$ cat config.mk
export PLATFORM = sky130hd
export DESIGN_NAME = pov_top
export DESIGN_NICKNAME = d
export VERILOG_FILES = /design/src/hw/pov_pkg.sv /design/src/hw/spi_slave.sv /design/src/hw/spi_cmd_decoder.sv /design/src/hw/image_ram.sv /design/src/hw/column_scanner.sv /design/src/hw/led_driver_ctrl.sv /design/src/hw/rotation_emulator.sv /design/src/hw/pov_top.sv
export VERILOG_INCLUDE_DIRS = /design/src /design/src/hw
export SDC_FILE = /design/constraint.sdc
export NUM_CORES = 2
export LEC_CHECK = 0
export BUFFER_PORTS_ARGS = -buffer_cell sky130_fd_sc_hd__buf_4
export CELL_PAD_IN_SITES_DETAIL_PLACEMENT = 1
export CELL_PAD_IN_SITES_GLOBAL_PLACEMENT = 1
export CORE_ASPECT_RATIO = 1.5
export CORE_MARGIN = 3
export CORE_UTILIZATION = 59
export DETAILED_ROUTE_END_ITERATION = 16
export PLACE_DENSITY = 0.92
export SYNTH_ARGS = -nofsm -noshare
export SYNTH_HDL_FRONTEND = slang
export SYNTH_SLANG_ARGS = --single-unit
$ cat constraint.sdc
create_clock -name clk -period 9 [get_ports clk]
set_input_delay 1.35 -clock clk [delete_from_list [all_inputs] [get_ports clk]]
set_output_delay 1.35 -clock clk [all_outputs]
set_load 0.005 [all_outputs]
$ cat src/hw/pov_defs.svh
// Display geometry, address width, column timing and SPI synchroniser depth
`ifndef POV_DEFS_SVH
`define POV_DEFS_SVH

// LEDs in one column and columns in one revolution
`define POV_LEDS 8
`define POV_COLS 16

// Pixel address is column * LEDs + led
`define POV_ADDR_W 7

// Clock cycles between two column ticks
`define POV_COL_PERIOD 256

`define POV_SPI_SYNC 2

`endif

$ cat src/hw/pov_pkg.sv
// Pixel, pixel write, column and SPI byte types with the command opcodes
`include "pov_defs.svh"

package pov_pkg;

   typedef struct packed {
      logic [7:0] r;
      logic [7:0] g;
      logic [7:0] b;
   } pixel_t;

   typedef struct packed {
      logic                   valid;
      logic [`POV_ADDR_W-1:0] addr;
      pixel_t                 px;
   } pix_wr_t;

   // LED 0 sits in the low entry of px
   typedef struct packed {
      logic                          valid;
      logic [$clog2(`POV_COLS)-1:0]  idx;
      pixel_t [`POV_LEDS-1:0]        px;
   } column_t;

   typedef struct packed {
      logic       valid;
      logic       first;
      logic [7:0] data;
   } spi_byte_t;

   typedef enum logic [7:0] {
      CMD_WR_PIXEL  = 8'h01,
      CMD_SET_CTRL  = 8'h02,
      CMD_RD_STATUS = 8'h03
   } cmd_e;

endpackage

$ cat src/hw/spi_slave.sv
// SPI mode 0 slave with pin synchronisers, byte receiver and reply shifter
`include "pov_defs.svh"

module spi_slave (
   input  logic               clk,
   input  logic               rst_n,
   input  logic               spi_sclk,
   input  logic               spi_cs_n,
   input  logic               spi_mosi,
   output logic               spi_miso,
   input  logic [7:0]         tx_byte,
   output pov_pkg::spi_byte_t rx
);

   // One {sclk, cs_n, mosi} triple per synchroniser stage
   logic [`POV_SPI_SYNC-1:0][2:0] pin_sync;
   logic       sclk_s;
   logic       cs_n_s;
   logic       mosi_s;
   logic       sclk_prev;
   logic       sclk_rise;
   logic       sclk_fall;
   logic [2:0] bit_cnt;
   logic [7:0] rx_sr;
   logic [7:0] rx_data;
   logic       rx_valid;
   logic       rx_first;
   logic       first_pend;
   logic [7:0] tx_sr;
   logic       load_reply;

   assign {sclk_s, cs_n_s, mosi_s} = pin_sync[`POV_SPI_SYNC-1];
   assign sclk_rise = sclk_s & ~sclk_prev;
   assign sclk_fall = ~sclk_s & sclk_prev;

   always_ff @(posedge clk or negedge rst_n) begin
      if (!rst_n) begin
         pin_sync   <= {`POV_SPI_SYNC{3'b010}};
         sclk_prev  <= 1'b0;
         bit_cnt    <= 3'd0;
         first_pend <= 1'b1;
         rx_valid   <= 1'b0;
         rx_first   <= 1'b0;
      end else begin
         pin_sync  <= {pin_sync[`POV_SPI_SYNC-2:0], {spi_sclk, spi_cs_n, spi_mosi}};
         sclk_prev <= sclk_s;
         rx_valid  <= 1'b0;
         if (cs_n_s) begin
            bit_cnt    <= 3'd0;
            first_pend <= 1'b1;
         end else if (sclk_rise) begin
            bit_cnt <= bit_cnt + 3'd1;
            if (bit_cnt == 3'd7) begin
               rx_valid   <= 1'b1;
               rx_first   <= first_pend;
               first_pend <= 1'b0;
            end
         end
      end
   end

   // Receive shifter, MSB first
   always_ff @(posedge clk) begin
      if (!cs_n_s && sclk_rise) begin
         rx_sr <= {rx_sr[6:0], mosi_s};
         if (bit_cnt == 3'd7)
            rx_data <= {rx_sr[6:0], mosi_s};
      end
   end

   // Reply byte is taken one cycle after rx valid, once the decoder has updated it.
   // No shift on the falling edge that closes a byte, so the new MSB stays on miso
   always_ff @(posedge clk or negedge rst_n) begin
      if (!rst_n) begin
         tx_sr      <= 8'h00;
         load_reply <= 1'b0;
      end else begin
         load_reply <= rx_valid;
         if (cs_n_s)
            tx_sr <= 8'h00;
         else if (load_reply)
            tx_sr <= tx_byte;
         else if (sclk_fall && bit_cnt != 3'd0)
            tx_sr <= {tx_sr[6:0], 1'b0};
      end
   end

   assign spi_miso = ~spi_cs_n & tx_sr[7];
   assign rx       = '{valid: rx_valid, first: rx_first, data: rx_data};

endmodule

$ cat src/hw/spi_cmd_decoder.sv
// Command frame decoder for pixel writes, display enable and status readback
`include "pov_defs.svh"

module spi_cmd_decoder (
   input  logic               clk,
   input  logic               rst_n,
   input  pov_pkg::spi_byte_t rx,
   output logic [7:0]         tx_byte,
   input  logic [15:0]        rev_count,
   output pov_pkg::pix_wr_t   pix_wr,
   output logic               disp_en
);

   pov_pkg::cmd_e          op;
   logic                   active;
   logic [2:0]             byte_idx;
   logic [7:0]             stat_lo;
   logic                   wr_valid;
   logic [`POV_ADDR_W-1:0] wr_addr;
   pov_pkg::pixel_t        wr_px;

   always_ff @(posedge clk or negedge rst_n) begin
      if (!rst_n) begin
         op       <= pov_pkg::CMD_WR_PIXEL;
         active   <= 1'b0;
         byte_idx <= 3'd0;
         tx_byte  <= 8'h00;
         disp_en  <= 1'b0;
         wr_valid <= 1'b0;
      end else begin
         wr_valid <= 1'b0;
         if (rx.valid) begin
            tx_byte <= 8'h00;
            if (rx.first) begin
               op       <= pov_pkg::cmd_e'(rx.data);
               byte_idx <= 3'd1;
               case (rx.data)
                  pov_pkg::CMD_WR_PIXEL,
                  pov_pkg::CMD_SET_CTRL: active <= 1'b1;
                  pov_pkg::CMD_RD_STATUS: begin
                     active  <= 1'b1;
                     tx_byte <= rev_count[15:8];
                  end
                  // Unknown opcode, rest of the frame is ignored
                  default: active <= 1'b0;
               endcase
            end else if (active) begin
               byte_idx <= byte_idx + 3'd1;
               case (op)
                  pov_pkg::CMD_WR_PIXEL: begin
                     if (byte_idx == 3'd4) begin
                        wr_valid <= 1'b1;
                        active   <= 1'b0;
                     end
                  end
                  pov_pkg::CMD_SET_CTRL: begin
                     disp_en <= rx.data[0];
                     active  <= 1'b0;
                  end
                  pov_pkg::CMD_RD_STATUS: begin
                     if (byte_idx == 3'd1)
                        tx_byte <= stat_lo;
                     else
                        active <= 1'b0;
                  end
                  default: active <= 1'b0;
               endcase
            end
         end
      end
   end

   // Low status byte is frozen with the high one when the opcode arrives
   always_ff @(posedge clk) begin
      if (rx.valid && rx.first)
         stat_lo <= rev_count[7:0];
      if (rx.valid && !rx.first && active && op == pov_pkg::CMD_WR_PIXEL) begin
         if (byte_idx == 3'd1)
            wr_addr <= rx.data[`POV_ADDR_W-1:0];
         else if (byte_idx == 3'd2)
            wr_px.r <= rx.data;
         else if (byte_idx == 3'd3)
            wr_px.g <= rx.data;
         else if (byte_idx == 3'd4)
            wr_px.b <= rx.data;
      end
   end

   assign pix_wr = '{valid: wr_valid, addr: wr_addr, px: wr_px};

endmodule

$ cat src/hw/image_ram.sv
// Simple dual-port pixel memory with registered read
`include "pov_defs.svh"

module image_ram (
   input  logic                   clk,
   input  pov_pkg::pix_wr_t       wr,
   input  logic [`POV_ADDR_W-1:0] rd_addr,
   output pov_pkg::pixel_t        rd_data
);

   pov_pkg::pixel_t mem [1 << `POV_ADDR_W];

   // Read before write, a colliding read sees the old pixel
   always_ff @(posedge clk) begin
      if (wr.valid)
         mem[wr.addr] <= wr.px;
      rd_data <= mem[rd_addr];
   end

endmodule

$ cat src/hw/column_scanner.sv
// Column and revolution counters with the per-tick column read sequencer
`include "pov_defs.svh"

module column_scanner (
   input  logic                   clk,
   input  logic                   rst_n,
   input  logic                   col_tick,
   input  logic                   disp_en,
   output logic [`POV_ADDR_W-1:0] rd_addr,
   input  pov_pkg::pixel_t        rd_data,
   output pov_pkg::column_t       col,
   output logic [15:0]            rev_count
);

   localparam int COL_W = $clog2(`POV_COLS);
   localparam int LED_W = $clog2(`POV_LEDS);

   logic [COL_W-1:0]                col_idx;
   logic [COL_W-1:0]                scan_col;
   logic                            busy;
   logic [LED_W-1:0]                rd_cnt;
   logic                            start;
   logic                            rd_issue;
   logic [LED_W-1:0]                rd_led;
   logic                            rd_pend;
   logic [LED_W-1:0]                led_q;
   logic                            col_valid;
   pov_pkg::pixel_t [`POV_LEDS-1:0] col_px;

   // First read goes out in the tick cycle itself
   assign start    = col_tick & disp_en;
   assign rd_issue = start | busy;
   assign rd_led   = start ? '0 : rd_cnt;
   assign rd_addr  = {start ? col_idx : scan_col, rd_led};

   always_ff @(posedge clk or negedge rst_n) begin
      if (!rst_n) begin
         col_idx   <= '0;
         scan_col  <= '0;
         rev_count <= 16'd0;
         busy      <= 1'b0;
         rd_cnt    <= '0;
         rd_pend   <= 1'b0;
         led_q     <= '0;
         col_valid <= 1'b0;
      end else begin
         rd_pend   <= rd_issue;
         led_q     <= rd_led;
         col_valid <= rd_pend && (led_q == LED_W'(`POV_LEDS - 1));
         // Rotation keeps counting with the display off
         if (col_tick) begin
            if (col_idx == COL_W'(`POV_COLS - 1)) begin
               col_idx   <= '0;
               rev_count <= rev_count + 16'd1;
            end else begin
               col_idx <= col_idx + 1'b1;
            end
         end
         if (start) begin
            scan_col <= col_idx;
            busy     <= 1'b1;
            rd_cnt   <= LED_W'(1);
         end else if (busy) begin
            rd_cnt <= rd_cnt + 1'b1;
            if (rd_cnt == LED_W'(`POV_LEDS - 1))
               busy <= 1'b0;
         end
      end
   end

   always_ff @(posedge clk) begin
      if (rd_pend)
         col_px[led_q] <= rd_data;
   end

   assign col = '{valid: col_valid, idx: scan_col, px: col_px};

endmodule

$ cat src/hw/led_driver_ctrl.sv
// Three-lane LED driver serialiser with shift clock, latch and column select
`include "pov_defs.svh"

module led_driver_ctrl (
   input  logic             clk,
   input  logic             rst_n,
   input  pov_pkg::column_t col,
   output logic             drv_sclk,
   output logic             drv_lat,
   output logic [2:0]       drv_sin,
   output logic [3:0]       col_sel
);

   localparam int LANE_W = `POV_LEDS * 8;
   localparam int CNT_W  = $clog2(LANE_W);

   logic [2:0][LANE_W-1:0] lanes;
   logic [2:0][LANE_W-1:0] sr;
   logic                   busy;
   logic                   phase;
   logic [CNT_W-1:0]       bit_cnt;
   logic [3:0]             idx_q;

   // Lane 0 red, 1 green, 2 blue. LED 0 first, MSB first within each byte
   always_comb begin
      for (int i = 0; i < `POV_LEDS; i++) begin
         lanes[0][LANE_W-1-8*i -: 8] = col.px[i].r;
         lanes[1][LANE_W-1-8*i -: 8] = col.px[i].g;
         lanes[2][LANE_W-1-8*i -: 8] = col.px[i].b;
      end
   end

   always_ff @(posedge clk or negedge rst_n) begin
      if (!rst_n) begin
         busy     <= 1'b0;
         phase    <= 1'b0;
         bit_cnt  <= '0;
         drv_sclk <= 1'b0;
         drv_lat  <= 1'b0;
         drv_sin  <= 3'b000;
         col_sel  <= 4'd0;
      end else begin
         drv_lat <= 1'b0;
         if (!busy) begin
            // A column arriving mid-shift is simply dropped
            if (col.valid) begin
               busy     <= 1'b1;
               phase    <= 1'b0;
               bit_cnt  <= '0;
               drv_sclk <= 1'b0;
               drv_sin  <= {lanes[2][LANE_W-1], lanes[1][LANE_W-1], lanes[0][LANE_W-1]};
            end
         end else if (!phase) begin
            phase    <= 1'b1;
            drv_sclk <= 1'b1;
         end else begin
            phase    <= 1'b0;
            drv_sclk <= 1'b0;
            if (bit_cnt == CNT_W'(LANE_W - 1)) begin
               busy    <= 1'b0;
               drv_lat <= 1'b1;
               col_sel <= idx_q;
               drv_sin <= 3'b000;
            end else begin
               bit_cnt <= bit_cnt + 1'b1;
               drv_sin <= {sr[2][LANE_W-2], sr[1][LANE_W-2], sr[0][LANE_W-2]};
            end
         end
      end
   end

   // Shift on the high half of each bit
   always_ff @(posedge clk) begin
      if (!busy && col.valid) begin
         sr    <= lanes;
         idx_q <= col.idx;
      end else if (busy && phase) begin
         for (int l = 0; l < 3; l++)
            sr[l] <= {sr[l][LANE_W-2:0], 1'b0};
      end
   end

endmodule

$ cat src/hw/rotation_emulator.sv
// Column tick generator standing in for the Hall sensor
`include "pov_defs.svh"

module rotation_emulator (
   input  logic clk,
   input  logic rst_n,
   output logic col_tick
);

   localparam int CNT_W = $clog2(`POV_COL_PERIOD);

   logic [CNT_W-1:0] cnt;

   // Tick lands in the cycle after the counter's last value
   always_ff @(posedge clk or negedge rst_n) begin
      if (!rst_n) begin
         cnt      <= '0;
         col_tick <= 1'b0;
      end else begin
         col_tick <= (cnt == CNT_W'(`POV_COL_PERIOD - 1));
         if (cnt == CNT_W'(`POV_COL_PERIOD - 1))
            cnt <= '0;
         else
            cnt <= cnt + 1'b1;
      end
   end

endmodule

$ cat src/hw/pov_top.sv
// POV display top level with SPI control, image memory, scanner and LED driver
`include "pov_defs.svh"

module pov_top (
   input  logic       clk,
   input  logic       rst_n,
   // SPI
   input  logic       spi_sclk,
   input  logic       spi_cs_n,
   input  logic       spi_mosi,
   output logic       spi_miso,
   // LED drivers
   output logic       drv_sclk,
   output logic       drv_lat,
   output logic [2:0] drv_sin,
   output logic [3:0] col_sel
);

   pov_pkg::spi_byte_t     rx;
   logic [7:0]             tx_byte;
   pov_pkg::pix_wr_t       pix_wr;
   logic                   disp_en;
   logic [15:0]            rev_count;
   logic                   col_tick;
   logic [`POV_ADDR_W-1:0] rd_addr;
   pov_pkg::pixel_t        rd_data;
   pov_pkg::column_t       col;

   spi_slave i_spi_slave (
      .clk      (clk),
      .rst_n    (rst_n),
      .spi_sclk (spi_sclk),
      .spi_cs_n (spi_cs_n),
      .spi_mosi (spi_mosi),
      .spi_miso (spi_miso),
      .tx_byte  (tx_byte),
      .rx       (rx)
   );

   spi_cmd_decoder i_spi_cmd_decoder (
      .clk       (clk),
      .rst_n     (rst_n),
      .rx        (rx),
      .tx_byte   (tx_byte),
      .rev_count (rev_count),
      .pix_wr    (pix_wr),
      .disp_en   (disp_en)
   );

   image_ram i_image_ram (
      .clk     (clk),
      .wr      (pix_wr),
      .rd_addr (rd_addr),
      .rd_data (rd_data)
   );

   // Hall sensor stand-in
   rotation_emulator i_rotation_emulator (
      .clk      (clk),
      .rst_n    (rst_n),
      .col_tick (col_tick)
   );

   column_scanner i_column_scanner (
      .clk       (clk),
      .rst_n     (rst_n),
      .col_tick  (col_tick),
      .disp_en   (disp_en),
      .rd_addr   (rd_addr),
      .rd_data   (rd_data),
      .col       (col),
      .rev_count (rev_count)
   );

   led_driver_ctrl i_led_driver_ctrl (
      .clk      (clk),
      .rst_n    (rst_n),
      .col      (col),
      .drv_sclk (drv_sclk),
      .drv_lat  (drv_lat),
      .drv_sin  (drv_sin),
      .col_sel  (col_sel)
   );

endmodule

==> flow_metrics.env, run 1 <==
export IMPL_synthFlopType="edfxtp_1"
export IMPL_post_cts_buffers=0
export IMPL_ys_types=93
export IMPL_clk_path_buf_depth=4
export IMPL_cts_made_buffers=322
export IMPL_clockRootBuffer="clkbuf_16"
export IMPL_grt_max_degree=127
export IMPL_ys_seq_area_frac=0.767
export IMPL_globalplace_congestion=0.995
export IMPL_port_buffers=14
export IMPL_ctsHtreeMaxLevel=5
export IMPL_syn_avg_cell_area_um2=16.1
export IMPL_syn_num_nets=8790
export IMPL_die_h_um=605
export IMPL_cts_hold_buf=0
export IMPL_num_io_pins=15
export IMPL_cts_resized=0
export IMPL_ys_async_sr_fraction=0.0280
export IMPL_synthCells=8771
export IMPL_stop_error="[ERROR GRT-0228] Horizontal edge usage exceeds the maximum allowed. (25, 50) usage=65535 limit=3200"
export IMPL_fp_row_count=219
export IMPL_synth_seq_cells=3637
export IMPL_die_w_um=406
export IMPL_cts_sinks=3637
export IMPL_numPlacedInstances=11636
export IMPL_haltStage="global routing"
export IMPL_synth_area_um2=141000
export IMPL_initial_utilization=0.594
export IMPL_antenna_found_initial=138
export IMPL_pre_cts_slack_ns=3.31
export IMPL_yosysWarnings=0
export IMPL_hpwl_mm=303
export IMPL_synth_edf_count=3511
export IMPL_status="stopped before the end"
[logic make-up after synthesis]
group           synth area share
mux                       0.0727
compound gates            0.0794
xor+xnor                 0.00155
flops                      0.767
buf+inv                   0.0221
simple gates              0.0556
fa+ha+maj                0.00124
[per-stage QoR]
step                      instance area (um2)  utilization  hold slack [ns]
after floorplan                        141000            -            0.331
after global placement                 145000        0.612            0.338
after detailed placement               146000        0.612            0.340
after CTS                              156000        0.655            0.354
[synth_stat cells, types with 98 or more instances]
cell type,number,area share
nor2_1,316,0.0084
o22ai_1,381,0.017
edfxtp_1,3511,0.75
nand2_1,927,0.025
mux2i_1,611,0.043
buf_2,331,0.012
nand3_1,265,0.0094
o221ai_1,119,0.0074
clkbuf_1,118,0.0031
mux2_2,306,0.024
o21ai_0,259,0.0092
dfrtp_1,98,0.017
a21oi_1,451,0.016
==> run 2: changes to the inputs <==
--- a/config.mk
+++ b/config.mk
@@ -7,13 +7,10 @@
 export NUM_CORES = 2
 export LEC_CHECK = 0
 export BUFFER_PORTS_ARGS = -buffer_cell sky130_fd_sc_hd__buf_4
-export CELL_PAD_IN_SITES_DETAIL_PLACEMENT = 1
-export CELL_PAD_IN_SITES_GLOBAL_PLACEMENT = 1
-export CORE_ASPECT_RATIO = 1.5
 export CORE_MARGIN = 3
-export CORE_UTILIZATION = 59
+export CORE_UTILIZATION = 40
 export DETAILED_ROUTE_END_ITERATION = 16
-export PLACE_DENSITY = 0.92
+export PLACE_DENSITY_LB_ADDON = 0.15
 export SYNTH_ARGS = -nofsm -noshare
 export SYNTH_HDL_FRONTEND = slang
 export SYNTH_SLANG_ARGS = --single-unit
==> run 2 against run 1 <==
Effect of this change:
- the flow now finishes, with violations (max-capacitance violations, max-slew violations)
- area after synthesis unchanged
- synthesized cell count unchanged
==> flow_metrics.env, run 2 <==
export IMPL_status="finished, violations left"
export IMPL_failed_checks="max-capacitance violations, max-slew violations"
export IMPL_path_class="reg -> reg"
export IMPL_setup_viol=0
export IMPL_switching_share=0.197
export IMPL_power_internal_mw=27.5
export IMPL_startpoint_type="flip-flop"
export IMPL_drtAntennaViolNets=0
export IMPL_grt_max_degree=129
export IMPL_cts_resized=0
export IMPL_drtPass1Iterations=7
export IMPL_final_nets=8960
export IMPL_port_buffers=14
export IMPL_ys_seq_area_frac=0.767
export IMPL_comb_power_share=0.001
export IMPL_path_clk_slew_ns=0.06
export IMPL_ctsHtreeMaxLevel=5
export IMPL_clk_latency_ns=0.98
export IMPL_tns_ns=0
export IMPL_initial_utilization=0.403
export IMPL_netlist_area_leader_share=0.746
export IMPL_wl_mm=478
export IMPL_grt_usage=0.257
export IMPL_cts_hold_buf=0
export IMPL_p_switching_mw=6.73
export IMPL_globalplace_congestion=0.905
export IMPL_drv_slew=1
export IMPL_crit_arrival_ns=6.35
export IMPL_synth_largest_area_cell="edfxtp_1"
export IMPL_syn_num_nets=8790
export IMPL_max_cap_viol_count=1
export IMPL_cp_max_fo=71
export IMPL_cts_sinks=3637
export IMPL_regMostFlops="i_image_ram.mem"
export IMPL_synth_area_top_cells="edfxtp_1, mux2i_1, nand2_1"
export IMPL_pwr_share_clk=0.466
export IMPL_drc=0
export IMPL_post_route_period_util=0.617
export IMPL_cp_end_kind="flip-flop"
export IMPL_tightest_slew_ns=1.49
export IMPL_yosysWarnings=0
export IMPL_post_cts_buffers=0
export IMPL_viasPerCell=6.03
export IMPL_drive_above_1_share=0.157
export IMPL_die_w_um=600
export IMPL_num_io_pins=15
export IMPL_syn_avg_cell_area_um2=16.1
export IMPL_powerDensity_nw_per_um2=213
export IMPL_holdCritPathClass="reg -> reg"
export IMPL_antenna_found_initial=41
export IMPL_grt_pass1_vias=80326
export IMPL_clk_path_buf_depth=4
export IMPL_drt_iter0_markers=11405
export IMPL_cts_tree="done"
export IMPL_grt_ovfl_total=0
export IMPL_cts_made_buffers=389
export IMPL_synthCells=8771
export IMPL_synthFlopType="edfxtp_1"
export IMPL_synth_edf_count=3511
export IMPL_final_common_cell="edfxtp_1"
export IMPL_synth_seq_cells=3637
export IMPL_rsz0062_at_grt="no"
export IMPL_final_cell_mix="edfxtp_1, nand2_1, mux2i_1, a21oi_1, clkbuf_16"
export IMPL_grt_pass1_wl_mm=660
export IMPL_hpwl_mm=267
export IMPL_largest_reg_flops=3072
export IMPL_skew_ns=0.0590
export IMPL_finalHoldViolations=0
export IMPL_fmax_ghz=0.180
export IMPL_power_mw=34.2
export IMPL_cp_required_ns=9.80
export IMPL_synth_area_um2=141000
export IMPL_core_area_um2=351000
export IMPL_clockRootBuffer="clkbuf_16"
export IMPL_final_fill_count=30204
export IMPL_synth_most_common_cell="edfxtp_1"
export IMPL_p_seq_frac=0.534
export IMPL_ys_types=93
export IMPL_dieArea_um2=361000
export IMPL_slew_headroom=-0.000911
export IMPL_irDropWorstVdd_v=0.000157
export IMPL_post_drt_wl_per_cell_um=34.2
export IMPL_ys_async_sr_fraction=0.0280
export IMPL_area_delta_synth_final_pct=13.5
export IMPL_routed_via_count=84344
export IMPL_min_period_ns=5.55
export IMPL_die_h_um=600
export IMPL_fp_row_count=217
export IMPL_synth_top_cells_by_count="edfxtp_1, nand2_1, mux2i_1"
export IMPL_leakagePower_nw=49.9
-- run 2: cell counts after synthesis --
Identical to the previous run, type by type.
-- run 2: cells by family after synthesis --
kind of cell / after synthesis / synth area share
adders and majority gates: 14 / 0.00124
DFF: 3637 / 0.767
xor gates and xnor gates: 25 / 0.00155
buffers and inverters: 595 / 0.0221
AOI/OAI and AO/OA: 1739 / 0.0794
and+or+nand+nor: 1812 / 0.0556
muxes: 949 / 0.0727
-- run 2: final timing paths --
kind | start | cells past startpoint | slack [ns] | to
min reg2reg | i_spi_slave.pin_sync[1] | 0 | 0.36 | i_spi_slave.cs_n_s
max | i_column_scanner.rd_cnt[2] | 8 | 3.45 | i_image_ram.rd_data[5]
max reg2reg | i_column_scanner.rd_cnt[2] | 8 | 3.45 | i_image_ram.rd_data[5]
min in group asynchronous | rst_n | 1 | 0.37 | i_spi_slave.pin_sync[2]
max in group asynchronous | rst_n | 2 | 7.28 | i_column_scanner.rd_cnt[2]
min | i_spi_slave.pin_sync[1] | 0 | 0.36 | i_spi_slave.cs_n_s
-- run 2: per-layer routing --
layer  wire length (um)  track usage  up-vias
met5                 65            0        -
met4              23300        0.109       10
met3              47600       0.0543      920
met2             214000        0.391     4607
met1             193000        0.359    43972
li1                   -            -    34835
-- run 2: worst max-delay path, stage by stage, from the launching register on --
cell and delay [ns]:
dfrtp_4 0.82, a21bo_4 0.44, inv_8 0.51, buf_4 0.73, mux4_2 0.40, a21oi_1 0.54
o221ai_1 0.44, a311oi_1 1.12, nor4_1 0.09
-- run 2: power by group through the flow --
stage | clock, mW | sequential [mW] | combinational, mW
floorplan | 0 | 18.6 | 0.00511
CTS | 16.2 | 18.3 | 0.0201
detailed placement | 0 | 18.6 | 0.0201
finish | 15.9 | 18.3 | 0.0187
global route | 16.8 | 18.3 | 0.0218
global placement | 0 | 18.6 | 0.0193
-- run 2: layout make-up --
class,count,area [um2],share of cell area
diodes,8,20.0,0.000125
clock inverters,213,2090,0.0130
multi-input cells,4539,30400,0.190
clock buffers,508,10500,0.0657
well taps,4708,5890,0.0367
inverters,22,120,0.000749
flip-flops and latches,3637,108000,0.676
repair buffers,352,2870,0.0179
-- run 2: metrics by stage --
stage,utilization,setup WS [ns],area (um2),hold WS [ns],instances
after detailed placement,0.422,3.70,148000,0.347,13258
after global routing,0.458,3.57,160000,0.366,13980
after CTS,0.458,3.67,160000,0.347,13979
after global placement,0.421,2.90,148000,0.348,13255
final,0.458,3.45,160000,0.356,13987
after floorplan,-,4.00,141000,0.331,8771
No activity file was read; power rests on OpenSTA's default activity.
